**src/sdmac_fifo_pkg.sv**
```systemverilog
// Shared widths and types for the SCSI DMA longword FIFO
// The FIFO sits between the byte-wide SCSI side and the 32-bit DMA side
package sdmac_fifo_pkg;

  // Number of longword entries held by the store
  localparam int fifo_depth = 8;

  // One byte as it arrives from the SCSI side
  typedef logic [7:0] byte_t;

  // One FIFO entry, packed big-endian from four SCSI bytes
  typedef logic [31:0] lword_t;

  // Byte lane index inside a longword, lane 0 is the most significant byte
  typedef logic [1:0] lane_t;

  // Read and write pointers of the store, wrapping at fifo_depth
  typedef logic [2:0] ptr_t;

  // Occupancy of the FIFO, needs one extra bit to hold the value 8
  typedef logic [3:0] occ_t;

  // Push request from the byte packer
  // req is high in the cycle a complete or flushed longword is offered
  typedef struct packed {
    logic   req;
    lword_t data;
  } lword_push_t;

endpackage
```
**src/fifo_byte_pack.sv**
```systemverilog
`timescale 1ns/100ps

// Packs SCSI bytes big-endian into longwords
// The first byte of a longword lands in the top lane and later bytes fill downwards
module fifo_byte_pack (
  input  logic                        DECFIFO,
  input  logic                        RST_FIFO_,
  input  logic                        byte_wr,
  input  sdmac_fifo_pkg::byte_t       wr_byte,
  input  logic                        flush,
  output sdmac_fifo_pkg::lword_push_t push
);

  // Next lane to be filled, 0 means the top byte of the longword
  sdmac_fifo_pkg::lane_t lane;

  // High while at least one byte of a longword is waiting
  logic pending;

  // Bytes already received for the current longword, lanes 0 to 2
  sdmac_fifo_pkg::byte_t hold [0:2];

  // Longword as it would look if offered this cycle, index 0 is the top lane
  sdmac_fifo_pkg::byte_t asm_lanes [0:3];

  // Assemble held bytes, the byte arriving now, and zero padding below them
  always_comb
  begin
    for (int i = 0; i < 4; i++)
    begin
      asm_lanes[i] = '0;
    end
    for (int i = 0; i < 3; i++)
    begin
      // Only lanes already filled carry held data, stale bytes stay hidden
      if (sdmac_fifo_pkg::lane_t'(i) < lane)
      begin
        asm_lanes[i] = hold[i];
      end
    end
    // A byte strobed in the same cycle as a flush is part of the longword
    if (byte_wr)
    begin
      asm_lanes[lane] = wr_byte;
    end
  end

  // Offer the longword on the fourth byte, or on a flush with anything to send
  assign push.req  = (byte_wr && (lane == 2'd3)) || (flush && (pending || byte_wr));
  assign push.data = {asm_lanes[0], asm_lanes[1], asm_lanes[2], asm_lanes[3]};

  // Lane index and pending flag
  always_ff @(posedge DECFIFO or negedge RST_FIFO_)
  begin
    if (!RST_FIFO_)
    begin
      lane    <= '0;
      pending <= 1'b0;
    end
    else if (push.req)
    begin
      // The longword leaves this cycle, start over at the top lane
      lane    <= '0;
      pending <= 1'b0;
    end
    else if (byte_wr)
    begin
      lane    <= lane + 2'd1;
      pending <= 1'b1;
    end
  end

  // Holding register for the first three bytes
  always_ff @(posedge DECFIFO)
  begin
    if (byte_wr && !push.req)
    begin
      case (lane)
        2'd0: hold[0] <= wr_byte;
        2'd1: hold[1] <= wr_byte;
        2'd2: hold[2] <= wr_byte;
        // Lane 3 always completes a longword and is never held
        default: ;
      endcase
    end
  end

endmodule

```
**src/fifo_flag_ctr.sv**
```systemverilog
`timescale 1ns/100ps

// Full and empty counter for the longword FIFO
// Synchronous form of the ripple counter that counted on INCFIFO and DECFIFO edges
// Here both directions are level strobes sampled on DECFIFO
module fifo_flag_ctr (
  input  logic DECFIFO,
  input  logic RST_FIFO_,
  input  logic push_req,
  input  logic rd,
  output logic push_en,
  output logic pop_en,
  output logic fifo_empty,
  output logic fifo_full
);

  // Number of longwords currently stored
  sdmac_fifo_pkg::occ_t occ;

  // Occupancy after the current cycle's accepted push and pop
  sdmac_fifo_pkg::occ_t occ_next;

  // A push is refused while full and a pop while empty
  // Both decisions use the registered flags only
  assign push_en = push_req && !fifo_full;
  assign pop_en  = rd && !fifo_empty;

  always_comb
  begin
    case ({push_en, pop_en})
      2'b10: occ_next = occ + 4'd1;
      2'b01: occ_next = occ - 4'd1;
      // Push and pop together leave the count alone
      default: occ_next = occ;
    endcase
  end

  // Count and flags move together on the edge that ends the cycle
  // The flags are therefore valid in the cycle after the push or pop
  always_ff @(posedge DECFIFO or negedge RST_FIFO_)
  begin
    if (!RST_FIFO_)
    begin
      occ        <= '0;
      fifo_empty <= 1'b1;
      fifo_full  <= 1'b0;
    end
    else
    begin
      occ        <= occ_next;
      fifo_empty <= (occ_next == '0);
      fifo_full  <= (occ_next == sdmac_fifo_pkg::occ_t'(sdmac_fifo_pkg::fifo_depth));
    end
  end

endmodule

```
**src/fifo_store.sv**
```systemverilog
`timescale 1ns/100ps

// Eight-entry longword array with a fall-through read port
// The strobes arrive already qualified by the flag counter
module fifo_store (
  input  logic                   DECFIFO,
  input  logic                   RST_FIFO_,
  input  logic                   push_en,
  input  sdmac_fifo_pkg::lword_t wr_data,
  input  logic                   pop_en,
  output sdmac_fifo_pkg::lword_t rd_data
);

  // Longword storage
  sdmac_fifo_pkg::lword_t mem [sdmac_fifo_pkg::fifo_depth];

  // Next entry to write and the current head entry
  sdmac_fifo_pkg::ptr_t wr_ptr;
  sdmac_fifo_pkg::ptr_t rd_ptr;

  // Pointers wrap on their own since the depth is a power of two
  always_ff @(posedge DECFIFO or negedge RST_FIFO_)
  begin
    if (!RST_FIFO_)
    begin
      wr_ptr <= '0;
      rd_ptr <= '0;
    end
    else
    begin
      if (push_en)
      begin
        wr_ptr <= wr_ptr + 3'd1;
      end
      if (pop_en)
      begin
        rd_ptr <= rd_ptr + 3'd1;
      end
    end
  end

  // Write the offered longword at the write pointer
  always_ff @(posedge DECFIFO)
  begin
    if (push_en)
    begin
      mem[wr_ptr] <= wr_data;
    end
  end

  // Head longword is always visible
  // When empty it shows whatever stale entry sits at the read pointer
  assign rd_data = mem[rd_ptr];

endmodule

```
**src/sdmac_fifo.sv**
```systemverilog
`timescale 1ns/100ps

// Longword FIFO between the SCSI byte side and the 32-bit DMA side
// Bytes are packed into longwords, counted in and out, and stored in eight entries
module sdmac_fifo (
  input  logic                   DECFIFO,
  input  logic                   RST_FIFO_,
  input  logic                   byte_wr,
  input  sdmac_fifo_pkg::byte_t  wr_byte,
  input  logic                   flush,
  input  logic                   rd,
  output sdmac_fifo_pkg::lword_t rd_data,
  output logic                   fifo_empty,
  output logic                   fifo_full
);

  // Longword offered by the packer
  sdmac_fifo_pkg::lword_push_t push;

  // Push and pop after the flag checks
  logic push_en;
  logic pop_en;

  // Byte side, packs SCSI bytes into longwords
  fifo_byte_pack u_pack (
    .DECFIFO   (DECFIFO),
    .RST_FIFO_ (RST_FIFO_),
    .byte_wr   (byte_wr),
    .wr_byte   (wr_byte),
    .flush     (flush),
    .push      (push)
  );

  // Occupancy and the full and empty flags
  fifo_flag_ctr u_ctr (
    .DECFIFO    (DECFIFO),
    .RST_FIFO_  (RST_FIFO_),
    .push_req   (push.req),
    .rd         (rd),
    .push_en    (push_en),
    .pop_en     (pop_en),
    .fifo_empty (fifo_empty),
    .fifo_full  (fifo_full)
  );

  // Longword storage, head visible on rd_data
  fifo_store u_store (
    .DECFIFO   (DECFIFO),
    .RST_FIFO_ (RST_FIFO_),
    .push_en   (push_en),
    .wr_data   (push.data),
    .pop_en    (pop_en),
    .rd_data   (rd_data)
  );

endmodule

```
**config.mk**
```make
export PLATFORM = sky130hd
export DESIGN_NAME = sdmac_fifo
export DESIGN_NICKNAME = d
export VERILOG_FILES = /design/src/sdmac_fifo_pkg.sv /design/src/fifo_byte_pack.sv /design/src/fifo_flag_ctr.sv /design/src/fifo_store.sv /design/src/sdmac_fifo.sv
export SDC_FILE = /design/constraint.sdc
export NUM_CORES = 1
export LEC_CHECK = 0
export ABC_AREA = 1
export ABC_CLOCK_PERIOD_IN_PS = 4700
export BUFFER_PORTS_ARGS = -buffer_cell sky130_fd_sc_hd__buf_2
export CAP_MARGIN = 20
export CORE_MARGIN = 2
export CORE_UTILIZATION = 62
export CTS_CLUSTER_DIAMETER = 50
export DETAILED_ROUTE_END_ITERATION = 8
export PLACE_DENSITY = 0.82
export SLEW_MARGIN = 0
export SYNTH_ARGS = -nofsm -noshare
export SYNTH_HDL_FRONTEND = slang
export SYNTH_SLANG_ARGS = --single-unit
export TNS_END_PERCENT = 30
```
**constraint.sdc**
```tcl
create_clock -name DECFIFO -period 4.7 [get_ports DECFIFO]
set_input_delay 0.705 -clock DECFIFO [delete_from_list [all_inputs] [get_ports DECFIFO]]
set_output_delay 0.705 -clock DECFIFO [all_outputs]
set_load 0.005 [all_outputs]
```
==> metrics.yaml <==
async_flop_share_pct: 5.08
gp_congestion: 0.843
drive_gt1_share_pct: 12.9
synth.ff_latch_count: 295
finalMaxSlewViolations: 0
grt_pass1_vias: 7420
synth_area_um2: 11800
cts_sinks: 295
ctsResizeCount: 0
setup_ws_ns: 0.694
skew_ns: 0.00994
die_w_um: 142
placed_area_um2: 12200
syn-mean-instance-area_um2: 12.7
clk_pin_slew_ns: 0.06
clk_path_buf_depth: 3
cts_setup_buffers: 0
crit_fanout: 62
drt-pass1-iter-count: 5
wl_mm: 25.4
fin_crit_ns: 4.01
cellPowerDensity_nw_per_um2: 617
required_ns: 3.99
start_kind: "flip-flop"
peakVddDrop_mv: 0.544
drc: 0
initialDrtViolationCount: 1025
p_leak_nw: 4.63
grt-ovfl-total: 0
grt_first_pass_wirelength_mm: 38.9
synth_top_flop_cell: "edfxtp_1"
clock_latency_ns: 0.54
cts_root_buffer: "clkbuf_16"
rsz0062_at_grt: "no"
syn2layout_area_growth_pct: 12.3
worstSetupEndpointType: "primary output"
p_total_mw: 8.15
synth_nets: 951
hold_buffers: 0
n_antenna_cell: 0
avgRoutedWirePerCell_um: 20.7
place.detailed.hpwl_mm: 14.0
grtUsageTotal_pct: 25.4
hold_path_class: "in -> async"
synth.largest_area_cell: "edfxtp_1"
antenna_found_initial: 0
max_freq_mhz: 250
numCtsBuffers: 31
design_area_um2: 13200
start_util_pct: 63.1
fin_hold_ws_ns: 0.0687
synth_edf_count: 280
status: "complete, no violations"
drv_cap: 0
io_buffers: 46
synth_top_area_share_pct: 71.5
ant_nets: 0
num-nets-final: 993
syn_inst: 929
fin_setup_tns_ns: 0
yosysSeqAreaShare_pct: 74.7
ys_warn_count: 0
core_um2: 18600
arrival_ns: 3.30
cts_max_level: 1
tightest_slew_ns: 0.957
via_per_inst: 6.11
synth_area_leaders: "edfxtp_1, nor2_1, o21ai_0"
cts_tree: "done"
dieArea_um2: 20100
place_ws_ns: 1.29
grt_max_degree: 87
die_h_um: 142
setup_violations: 0
max-slew-margin-rel_pct: 35.5
pin_count: 47
vias: 7509
rows: 50
criticalPathCategory: "reg -> out"
hold_viol: 0
yosysUniqueCellTypes: 27
timing.final.crit_share_pct: 85.2
==> power breakdown <==
part / internal [mW] / switching, mW
Clock: 1.39 / 0.944
Combinational: 0.788 / 1.65
Sequential: 3.22 / 0.157
Total: 5.39 / 2.75
==> worst max-delay path: stages, from the launching register on <==
cell and delay [ns]:
dfrtp_4 0.75, clkinv_2 0.75, buf_4 0.52, o21ai_0 0.21, o22ai_1 0.10, nor2_1 0.12, a31oi_1 0.09, buf_2 0.20
==> area by class of cell <==
| class | count | area (um^2) |
|---|---|---|
| clock buffers | 38 | 812 |
| flip-flops and latches | 295 | 8790 |
| fillers | 1195 | 5440 |
| clock inverters | 19 | 170 |
| inverters | 27 | 105 |
| well taps | 234 | 293 |
| multi-input cells | 553 | 2680 |
| repair buffers | 63 | 358 |
==> worst paths after layout <==
path / endpoint / cells after the start / start / slack [ns]
max: rd_data[7] / 7 / u_store.rd_ptr[0] / 0.69
min in group DECFIFO: u_pack.hold[0][18] / 1 / wr_byte[2] / 0.39
max in group asynchronous: u_ctr.fifo_empty / 1 / RST_FIFO_ / 4.33
max reg2reg: u_store.mem[5][20] / 10 / u_pack.lane[1] / 1.44
min reg2reg: u_ctr.occ[0] / 1 / u_ctr.occ[0] / 0.52
min: u_store.rd_ptr[2] / 1 / RST_FIFO_ / 0.07
==> cell usage in the layout (no fill, tap or decap), drive strengths merged <==
| master | synthesis | routed |
|---|---|---|
| edfxtp | 280 | 280 |
| nor2 | 252 | 252 |
| o21ai | 156 | 156 |
| buf | 20 | 63 |
| nand2 | 38 | 38 |
| clkbuf | 34 | 38 |
| o22ai | 32 | 32 |
| a31oi | 32 | 32 |
| inv | 27 | 28 |
| nand3 | 25 | 25 |
| dfrtp | 14 | 14 |
| clkinv | 0 | 14 |
| ha | 9 | 9 |
| xor2 | 3 | 3 |
| bufinv | 0 | 3 |
| a21oi | 2 | 2 |
| xnor2 | 2 | 2 |
| or2 | 1 | 1 |
| o31ai | 1 | 1 |
| clkinvlp | 0 | 1 |
| dfstp | 1 | 1 |
==> state kept, by name, indices dropped and copies added (netlist names) <==
name / count
u_pack.lane: 2
u_store.mem: 256
u_store.rd_ptr: 3
u_store.wr_ptr: 3
u_ctr.occ: 4
u_ctr.fifo_full: 1
u_pack.pending: 1
u_pack.hold: 24
u_ctr.fifo_empty: 1
==> cells in the mapped netlist (2+ instances only) <==
| cell | count |
|---|---|
| a21oi_1 | 2 |
| a31oi_1 | 32 |
| buf_2 | 12 |
| buf_4 | 6 |
| clkbuf_1 | 34 |
| dfrtp_1 | 14 |
| edfxtp_1 | 280 |
| ha_1 | 9 |
| inv_1 | 23 |
| inv_2 | 3 |
| nand2_1 | 37 |
| nand3_1 | 25 |
| nor2_1 | 246 |
| nor2_2 | 5 |
| o21ai_0 | 155 |
| o22ai_1 | 32 |
| xnor2_1 | 2 |
| xor2_1 | 3 |
==> per-layer routing <==
layer / up-vias / part of all wire [%] / GRT usage (%)
met5: - / 0 / 0
met4: 0 / 2.8 / 8.37
met3: 68 / 8.1 / 4.59
met2: 380 / 49 / 41.6
met1: 3636 / 40 / 35.4
li1: 3425 / - / -
==> kinds of logic (layout without fill, tap and decap cells) <==
logic type      count (synthesis)  in the layout  share of synthesized area, %
xor+xnor                        5              5                         0.372
fa+ha+maj                       9              9                         0.957
compound gates                223            223                          10.3
flops                         295            295                          74.7
simple gates                  316            316                          10.7
buf+inv                        81            147                          2.99
==> stage by stage <==
stage | utilization (%) | cells
floorplan | - | 929
global placement | 65.6 | 1172
detailed placement | 65.6 | 1172
CTS | 70.8 | 1229
global route | 70.8 | 1229
finish | 70.8 | 1229
No activity file was read; power rests on OpenSTA's default activity.
